<file path="config.mk">
export PLATFORM = sky130hd
export DESIGN_NAME = mvu_csr_top
export DESIGN_NICKNAME = d
export VERILOG_FILES = /design/src/mvu_csr_pkg.sv /design/src/csr_access_if.sv /design/src/hart_csr_router.sv /design/src/mvu_cfg_regs.sv /design/src/mvu_irq_ctrl.sv /design/src/hart_csr_file.sv /design/src/mvu_csr_top.sv
export SDC_FILE = /design/constraint.sdc
export NUM_CORES = 2
export LEC_CHECK = 0
export BUFFER_PORTS_ARGS = -buffer_cell sky130_fd_sc_hd__buf_4
export CORE_AREA = 2 2 291 293
export DETAILED_ROUTE_END_ITERATION = 8
export DIE_AREA = 0 0 293 295
export GPL_ROUTABILITY_DRIVEN = 0
export HOLD_SLACK_MARGIN = 0.15
export PLACE_DENSITY_LB_ADDON = 0.1
export SLEW_MARGIN = 20
export SYNTH_ARGS = -nofsm -noshare
export SYNTH_HDL_FRONTEND = slang
export SYNTH_SLANG_ARGS = --single-unit
</file>
<file path="constraint.sdc">
create_clock -name clk -period 2.2 [get_ports clk]
set_input_delay 0.11 -clock clk [delete_from_list [all_inputs] [get_ports clk]]
set_output_delay 0.11 -clock clk [all_outputs]
set_load 0.01 [all_outputs]
</file>
<file path="src/mvu_csr_pkg.sv">
`default_nettype none

package mvu_csr_pkg;

        localparam int XLEN          = 32;
        localparam int HART_ID_WIDTH = 3;

        typedef logic [11:0]              csr_addr_t;
        typedef logic [XLEN-1:0]          csr_data_t;
        typedef logic [2:0]               csr_op_t;
        typedef logic [HART_ID_WIDTH-1:0] hart_id_t;

        localparam csr_op_t CSR_OP_NONE  = 3'd0;   // No access
        localparam csr_op_t CSR_OP_WRITE = 3'd1;
        localparam csr_op_t CSR_OP_SET   = 3'd2;
        localparam csr_op_t CSR_OP_CLEAR = 3'd3;
        localparam csr_op_t CSR_OP_READ  = 3'd4;   // Data only, no update

        localparam csr_addr_t CSR_MVU_WBASEPTR  = 12'hF20;
        localparam csr_addr_t CSR_MVU_IBASEPTR  = 12'hF21;
        localparam csr_addr_t CSR_MVU_OBASEPTR  = 12'hF22;
        localparam csr_addr_t CSR_MVU_WLENGTH   = 12'hF23;
        localparam csr_addr_t CSR_MVU_PRECISION = 12'hF24;
        localparam csr_addr_t CSR_MVU_COMMAND   = 12'hF25;
        localparam csr_addr_t CSR_MVU_STATUS    = 12'hF26;
        localparam csr_addr_t CSR_MVU_IE        = 12'hF27;

        // New register value for one CSR op
        function automatic csr_data_t csr_apply(
                input csr_op_t   op,
                input csr_data_t old_val,
                input csr_data_t wdata
        );
                csr_data_t new_val;
                case (op)
                        CSR_OP_WRITE: new_val = wdata;
                        CSR_OP_SET:   new_val = old_val | wdata;
                        CSR_OP_CLEAR: new_val = old_val & ~wdata;
                        default:      new_val = old_val;   // NONE, READ and unused codes
                endcase
                return new_val;
        endfunction

endpackage

`default_nettype wire

</file>
<file path="src/csr_access_if.sv">
`timescale 1ns/10ps
`default_nettype none

interface csr_access_if
        import mvu_csr_pkg::*;
();

        csr_op_t   op;
        csr_addr_t addr;
        csr_data_t wdata;
        csr_data_t rdata;      // Value before this cycle's update
        logic      illegal;

        modport requester (
                output op,
                output addr,
                output wdata,
                input  rdata,
                input  illegal
        );

        modport responder (
                input  op,
                input  addr,
                input  wdata,
                output rdata,
                output illegal
        );

endinterface

`default_nettype wire

</file>
<file path="src/hart_csr_router.sv">
`timescale 1ns/10ps
`default_nettype none

module hart_csr_router
        import mvu_csr_pkg::*;
#(
        parameter int unsigned NUM_HARTS = 4
) (
        input  wire hart_id_t   hart_id_i,
        input  wire csr_op_t    csr_op_i,
        input  wire csr_addr_t  csr_addr_i,
        input  wire csr_data_t  csr_wdata_i,
        output csr_data_t       csr_rdata_o,
        output logic            csr_illegal_o,
        csr_access_if.requester hart_bus [NUM_HARTS]
);

        csr_data_t            rdata_sigs [NUM_HARTS];
        logic [NUM_HARTS-1:0] illegal_sigs;
        logic                 hart_valid;

        assign hart_valid = (hart_id_i < NUM_HARTS);

        for (genvar h = 0; h < NUM_HARTS; h++) begin : g_hart
                // Idle harts see no op
                assign hart_bus[h].op    = (hart_id_i == hart_id_t'(h)) ? csr_op_i
                                                                        : CSR_OP_NONE;
                assign hart_bus[h].addr  = csr_addr_i;
                assign hart_bus[h].wdata = csr_wdata_i;

                assign rdata_sigs[h]   = hart_bus[h].rdata;
                assign illegal_sigs[h] = hart_bus[h].illegal;
        end

        always_comb begin
                csr_rdata_o   = '0;
                csr_illegal_o = 1'b0;
                for (int h = 0; h < NUM_HARTS; h++) begin
                        if (hart_id_i == hart_id_t'(h)) begin
                                csr_rdata_o   = rdata_sigs[h];
                                csr_illegal_o = illegal_sigs[h];
                        end
                end
                // No such hart
                if (!hart_valid && (csr_op_i != CSR_OP_NONE)) begin
                        csr_illegal_o = 1'b1;
                end
        end

endmodule

`default_nettype wire

</file>
<file path="src/mvu_cfg_regs.sv">
`timescale 1ns/10ps
`default_nettype none

module mvu_cfg_regs
        import mvu_csr_pkg::*;
(
        input  wire             clk,
        input  wire             reset_i,
        input  wire csr_op_t    op_i,
        input  wire csr_addr_t  addr_i,
        input  wire csr_data_t  wdata_i,
        output logic            hit_o,
        output csr_data_t       rdata_o,
        output logic            mvu_start_o,
        output csr_data_t       wbaseptr_o,
        output csr_data_t       ibaseptr_o,
        output csr_data_t       obaseptr_o,
        output csr_data_t       wlength_o,
        output csr_data_t       precision_o
);

        csr_data_t wbaseptr_q;
        csr_data_t ibaseptr_q;
        csr_data_t obaseptr_q;
        csr_data_t wlength_q;
        csr_data_t precision_q;
        csr_data_t command_q;
        csr_data_t command_new;
        logic      command_wr;
        logic      start_q;

        assign command_new = csr_apply(op_i, command_q, wdata_i);
        assign command_wr  = (addr_i == CSR_MVU_COMMAND) &&
                             ((op_i == CSR_OP_WRITE) || (op_i == CSR_OP_SET) ||
                              (op_i == CSR_OP_CLEAR));

        always_comb begin
                hit_o   = 1'b1;
                rdata_o = '0;
                case (addr_i)
                        CSR_MVU_WBASEPTR:  rdata_o = wbaseptr_q;
                        CSR_MVU_IBASEPTR:  rdata_o = ibaseptr_q;
                        CSR_MVU_OBASEPTR:  rdata_o = obaseptr_q;
                        CSR_MVU_WLENGTH:   rdata_o = wlength_q;
                        CSR_MVU_PRECISION: rdata_o = precision_q;
                        CSR_MVU_COMMAND:   rdata_o = command_q;
                        default:           hit_o   = 1'b0;
                endcase
        end

        always_ff @(posedge clk) begin
                if (reset_i) begin
                        wbaseptr_q  <= '0;
                        ibaseptr_q  <= '0;
                        obaseptr_q  <= '0;
                        wlength_q   <= '0;
                        precision_q <= '0;
                        command_q   <= '0;
                        start_q     <= 1'b0;
                end else begin
                        case (addr_i)
                                CSR_MVU_WBASEPTR:
                                        wbaseptr_q <= csr_apply(op_i, wbaseptr_q, wdata_i);
                                CSR_MVU_IBASEPTR:
                                        ibaseptr_q <= csr_apply(op_i, ibaseptr_q, wdata_i);
                                CSR_MVU_OBASEPTR:
                                        obaseptr_q <= csr_apply(op_i, obaseptr_q, wdata_i);
                                CSR_MVU_WLENGTH:
                                        wlength_q <= csr_apply(op_i, wlength_q, wdata_i);
                                CSR_MVU_PRECISION:
                                        precision_q <= csr_apply(op_i, precision_q, wdata_i);
                                CSR_MVU_COMMAND:
                                        command_q <= command_new;
                                default: ;
                        endcase
                        start_q <= command_wr && command_new[0];   // One cycle only
                end
        end

        assign mvu_start_o = start_q;
        assign wbaseptr_o  = wbaseptr_q;
        assign ibaseptr_o  = ibaseptr_q;
        assign obaseptr_o  = obaseptr_q;
        assign wlength_o   = wlength_q;
        assign precision_o = precision_q;

endmodule

`default_nettype wire

</file>
<file path="src/mvu_irq_ctrl.sv">
`timescale 1ns/10ps
`default_nettype none

module mvu_irq_ctrl
        import mvu_csr_pkg::*;
(
        input  wire             clk,
        input  wire             reset_i,
        input  wire csr_op_t    op_i,
        input  wire csr_addr_t  addr_i,
        input  wire csr_data_t  wdata_i,
        output logic            hit_o,
        output csr_data_t       rdata_o,
        input  wire             mvu_irq_i,
        output logic            irq_evt_o
);

        logic      irq_q;
        logic      irq_d;
        logic      irq_rise;
        logic      pending_q;
        logic      enable_q;
        csr_data_t status_rd;
        csr_data_t ie_rd;
        csr_data_t status_new;
        csr_data_t ie_new;

        // Upper bits are not stored
        assign status_rd  = {{(XLEN-1){1'b0}}, pending_q};
        assign ie_rd      = {{(XLEN-1){1'b0}}, enable_q};
        assign status_new = csr_apply(op_i, status_rd, wdata_i);
        assign ie_new     = csr_apply(op_i, ie_rd, wdata_i);
        assign irq_rise   = irq_q & ~irq_d;

        assign hit_o   = (addr_i == CSR_MVU_STATUS) || (addr_i == CSR_MVU_IE);
        assign rdata_o = (addr_i == CSR_MVU_STATUS) ? status_rd :
                         (addr_i == CSR_MVU_IE)     ? ie_rd     : '0;

        always_ff @(posedge clk) begin
                if (reset_i) begin
                        irq_q     <= 1'b0;
                        irq_d     <= 1'b0;
                        pending_q <= 1'b0;
                        enable_q  <= 1'b0;
                end else begin
                        irq_q <= mvu_irq_i;   // Input register
                        irq_d <= irq_q;
                        if (irq_rise) begin
                                pending_q <= 1'b1;   // Wins over a clear
                        end else if (addr_i == CSR_MVU_STATUS) begin
                                pending_q <= status_new[0];
                        end
                        if (addr_i == CSR_MVU_IE) begin
                                enable_q <= ie_new[0];
                        end
                end
        end

        assign irq_evt_o = pending_q & enable_q;

endmodule

`default_nettype wire

</file>
<file path="src/hart_csr_file.sv">
`timescale 1ns/10ps
`default_nettype none

module hart_csr_file
        import mvu_csr_pkg::*;
(
        input  wire             clk,
        input  wire             reset_i,
        csr_access_if.responder bus,
        input  wire             mvu_irq_i,
        output logic            mvu_start_o,
        output logic            mvu_irq_evt_o,
        output csr_data_t       wbaseptr_o,
        output csr_data_t       ibaseptr_o,
        output csr_data_t       obaseptr_o,
        output csr_data_t       wlength_o,
        output csr_data_t       precision_o
);

        logic      cfg_hit;
        logic      irq_hit;
        csr_data_t cfg_rdata;
        csr_data_t irq_rdata;
        csr_op_t   cfg_op;
        csr_op_t   irq_op;

        // Op only reaches the block that owns the address
        assign cfg_op = cfg_hit ? bus.op : CSR_OP_NONE;
        assign irq_op = irq_hit ? bus.op : CSR_OP_NONE;

        mvu_cfg_regs cfg_regs (
                .clk         (clk),
                .reset_i     (reset_i),
                .op_i        (cfg_op),
                .addr_i      (bus.addr),
                .wdata_i     (bus.wdata),
                .hit_o       (cfg_hit),
                .rdata_o     (cfg_rdata),
                .mvu_start_o (mvu_start_o),
                .wbaseptr_o  (wbaseptr_o),
                .ibaseptr_o  (ibaseptr_o),
                .obaseptr_o  (obaseptr_o),
                .wlength_o   (wlength_o),
                .precision_o (precision_o)
        );

        mvu_irq_ctrl irq_ctrl (
                .clk       (clk),
                .reset_i   (reset_i),
                .op_i      (irq_op),
                .addr_i    (bus.addr),
                .wdata_i   (bus.wdata),
                .hit_o     (irq_hit),
                .rdata_o   (irq_rdata),
                .mvu_irq_i (mvu_irq_i),
                .irq_evt_o (mvu_irq_evt_o)
        );

        assign bus.rdata   = cfg_hit ? cfg_rdata :
                             irq_hit ? irq_rdata : '0;
        assign bus.illegal = (bus.op != CSR_OP_NONE) && !cfg_hit && !irq_hit;

endmodule

`default_nettype wire

</file>
<file path="src/mvu_csr_top.sv">
`timescale 1ns/10ps
`default_nettype none

module mvu_csr_top
        import mvu_csr_pkg::*;
#(
        parameter int unsigned NUM_HARTS = 4   // At most 2**HART_ID_WIDTH
) (
        input  wire                       clk,
        input  wire                       reset_i,
        input  wire hart_id_t             hart_id_i,
        input  wire csr_op_t              csr_op_i,
        input  wire csr_addr_t            csr_addr_i,
        input  wire csr_data_t            csr_wdata_i,
        output csr_data_t                 csr_rdata_o,
        output logic                      csr_illegal_o,
        input  wire [NUM_HARTS-1:0]       mvu_irq_i,
        output logic [NUM_HARTS-1:0]      mvu_start_o,
        output logic [NUM_HARTS-1:0]      mvu_irq_evt_o,
        output logic [XLEN*NUM_HARTS-1:0] mvu_wbaseptr_o,
        output logic [XLEN*NUM_HARTS-1:0] mvu_ibaseptr_o,
        output logic [XLEN*NUM_HARTS-1:0] mvu_obaseptr_o,
        output logic [XLEN*NUM_HARTS-1:0] mvu_wlength_o,
        output logic [XLEN*NUM_HARTS-1:0] mvu_precision_o
);

        csr_access_if hart_bus [NUM_HARTS] ();

        hart_csr_router #(
                .NUM_HARTS (NUM_HARTS)
        ) router (
                .hart_id_i     (hart_id_i),
                .csr_op_i      (csr_op_i),
                .csr_addr_i    (csr_addr_i),
                .csr_wdata_i   (csr_wdata_i),
                .csr_rdata_o   (csr_rdata_o),
                .csr_illegal_o (csr_illegal_o),
                .hart_bus      (hart_bus)
        );

        // Hart h owns slice h of every per-hart vector
        for (genvar h = 0; h < NUM_HARTS; h++) begin : g_hart
                hart_csr_file csr_file (
                        .clk           (clk),
                        .reset_i       (reset_i),
                        .bus           (hart_bus[h]),
                        .mvu_irq_i     (mvu_irq_i[h]),
                        .mvu_start_o   (mvu_start_o[h]),
                        .mvu_irq_evt_o (mvu_irq_evt_o[h]),
                        .wbaseptr_o    (mvu_wbaseptr_o[h*XLEN +: XLEN]),
                        .ibaseptr_o    (mvu_ibaseptr_o[h*XLEN +: XLEN]),
                        .obaseptr_o    (mvu_obaseptr_o[h*XLEN +: XLEN]),
                        .wlength_o     (mvu_wlength_o[h*XLEN +: XLEN]),
                        .precision_o   (mvu_precision_o[h*XLEN +: XLEN])
                );
        end

endmodule

`default_nettype wire

</file>
==> results.yml <==
layout:
  drive_gt1_share_pct: 35.63
  instances_no_fill: 6800
  nets: 5714
  design_area_sq_um: 54080
  area_delta_synth_final_pct: 47.38
place:
  dp_hpwl_microns: 144400
  dp_cells: 6469
  dpl_cell_area_sq_um: 46590
  place.port_buffers: 736
  dp_slack_ns: -0.9929
detailed_routing:
  post_drt_via_cell_ratio: 6.784
  wl_microns: 217700
  wl_per_cell_microns: 32.01
  drtIter0Drc: 7210
  vias: 46132
  firstDrtPassIters: 9
  drc: 0
  ant_nets: 0
clocking:
  cts.path.max_buffers: 3
  clock_latency_ns: 0.65
  cts_max_level: 3
  clock_sinks: 788
  clkTransAtPathRegs_ns: 0.07
  clock-root-buffer: "clkbuf_16"
  cts_inserted_buffers: 88
  tritoncts: "built"
grt:
  grt_util_all_layers_pct: 46.04
  grt_max_degree: 197
  grt_pass1_vias: 41794
  grt_pass1_wl_microns: 293500
  grt_overflow_total: 0
  antenna_found_initial: 5
sta:
  rsz0062_at_grt: "true"
  drv_slew: 0
  whs_ns: 0.1963
  worst_pin_slew_ns: 1.368
  fin_crit_sh_pct: 127.5
  setup_slack_ns: -0.6051
  worst_clock_skew_ns: 0.01300
  fmaxAchievable_mhz: 356.5
  slew_headroom_pct: 8.829
  min_period_ns: 2.805
  hold_viol_final: 0
  finalSetupViolCount: 167
synth:
  synth-async-reset-ratio_pct: 0
  syn_area_sq_um: 36690
  synthesis.nets: 4752
  yosys_warnings: 0
  synth.most_common_cell: "o21ai_0"
  synth-main-ff-cell: "dfxtp_1"
  synth-seq-area-share_pct: 42.99
  synthCells: 4696
  netlist-cell-type-count: 71
  syn_area_per_cell_sq_um: 7.814
  ys_seq_elements: 788
  synth_top_area_share_pct: 42.99
  synth_commonest_cells: "o21ai_0, a21oi_1, dfxtp_1"
  synth_area_leaders: "dfxtp_1, o21ai_0, a21oi_1, nand2_1, clkbuf_1"
  yosysTopAreaCell: "dfxtp_1"
  synth-edff-count: 0
worst_setup_path:
  startpoint_type: "input port"
  slowest_stage: "or4b_4"
  cp.arrival_ns: 2.70
  crit_cells: 14
  ff2ff_path_depth: 5
  cp.required_ns: 2.09
  crit_chain: "buf_6 -> or4b_4 -> buf_12 -> buf_6 -> nor2_4 -> buf_6 -> buf_16 -> buf_12 -> a22oi_1 -> o21ai_0 -> nor2_2 -> a2111oi_2 -> buf_4 -> buf_4"
  crit_fanout: 5
  path_class: "in2out"
  crit_family: "buffers and inverters"
  rrSetupSlack_ns: 0.97
  slowest_delay_ns: 0.56
  path_buf_inv: 8
  cp_common_cell: "buf_6"
  critPathCaptureType: "primary output"
floorplan:
  die_width_microns: 293
  num_rows: 106
  start_util_pct: 44.12
  die_area_sq_um: 86440
  core_area_sq_um: 83160
  die_height_microns: 295
  io_pins: 737
outcome:
  violations: "setup timing"
  status: "finished, violations left"
worst_hold_path:
  whs_path_depth: 5
  hold_path_class: "in2reg"
job:
  cap_violations: 0
power_and_ir_drop:
  ir_drop_v: 0.0006227
  p_leak_nw: 20.43
  power.density_nw_per_um2: 583.8
  power.total_mw: 31.57
## layer usage
layer	track usage, %	up-vias	wire (microns)
li1	-	18960	-
met1	54.72	21925	73860
met2	71.55	4057	92960
met3	11.34	1188	28520
met4	36.04	2	22310
met5	0	-	11
## per-stage QoR
step | utilization [%] | TNS [ns]
2_1_floorplan | - | -0.1091
5_1_grt | 65.02 | -27.82
3_5_place_dp | 56.03 | -371.42
6_report | 65.03 | -23.60
4_1_cts | 62.25 | -16.16
3_3_place_gp | 56.03 | -347.83
## cells by family after synthesis
| group | synth area share [%] |
|---|---|
| AOI/OAI and AO/OA | 33.36 |
| buffers and inverters | 5.756 |
| DFF | 42.99 |
| and+or+nand+nor | 13.07 |
| xor gates and xnor gates | 0.02387 |
| muxes | 4.794 |
## worst reg2reg max path, stage by stage, from the launching register on
cell,delay [ns]
dfxtp_1,0.36
nor2b_1,0.14
o21ai_0,0.09
a211oi_1,0.31
buf_4,0.19
a31o_2,0.09
## final timing paths
check                                                                            from                                               endpoint
worst max-delay path                                                    csr_addr_i[7]                                        csr_rdata_o[15]
worst min-delay path                                                     hart_id_i[2]      g_hart[0].csr_file.irq_ctrl.enable_q$_SDFFE_PP0P_
worst min register to register           g_hart[0].csr_file.irq_ctrl.irq_q$_SDFF_PP0_           g_hart[0].csr_file.irq_ctrl.irq_d$_SDFF_PP0_
worst max register to register  g_hart[2].csr_file.cfg_regs.command_q[0]$_SDFFE_PP0N_  g_hart[2].csr_file.cfg_regs.command_q[0]$_SDFFE_PP0N_
## area by class of cell
cell class                      instances  area (sq um)
Inverter                                7         26.28
Clock buffer                          121          2507
Sequential cell                       788         15790
Clock inverter                         28         362.8
Timing Repair Buffer                 1393         12920
Antenna cell                            3         7.507
Tap cell                             1080          1351
Multi-Input combinational cell       3380         21120
Fill cell                            7184         29080
## what timing repair did
| action | in CTS | in global routing |
|---|---|---|
| gates resized for setup | 270 | 446 |
| setup buffers | 72 | 56 |
| endpoints found under the setup margin | 33 | 469 |
| hold buffers | 42 | 0 |
| pin swaps | 129 | 265 |
| endpoints found under the hold margin | 781 | 0 |
| gates cloned | 14 | 20 |
## cell usage in the layout (no fill, tap or decap), types with 32 or more instances in the layout
cell,n
clkbuf_16,103
o2bb2ai_1,32
and2_1,39
dlygate4sd3_1,42
o211ai_1,66
dfxtp_1,776
mux4_2,45
nand2_1,482
a22oi_2,42
nand3_1,192
nand2_4,78
nor2_1,120
nor2_2,32
o21ai_0,861
mux2_2,44
buf_6,86
a22oi_1,103
buf_12,116
a21oi_2,134
buf_4,1104
a21oi_1,690
o21ai_1,42
## report_power, final
part / switching (mW) / internal (mW)
Combinational: 1.56 / 0.630
Sequential: 0.00668 / 14.3
Clock: 6.34 / 8.75
## state kept, by name, summed over array words and instances (netlist names)
register,count
g_hart.csr_file.irq_ctrl.irq_q,4
g_hart.csr_file.irq_ctrl.pending_q,4
g_hart.csr_file.cfg_regs.wbaseptr_o,128
g_hart.csr_file.cfg_regs.precision_o,128
g_hart.csr_file.cfg_regs.obaseptr_o,128
g_hart.csr_file.cfg_regs.mvu_start_o,4
g_hart.csr_file.cfg_regs.ibaseptr_o,128
g_hart.csr_file.irq_ctrl.irq_d,4
g_hart.csr_file.cfg_regs.command_q,128
g_hart.csr_file.irq_ctrl.enable_q,4
g_hart.csr_file.cfg_regs.wlength_o,128
(Power assumes the default switching activity.)
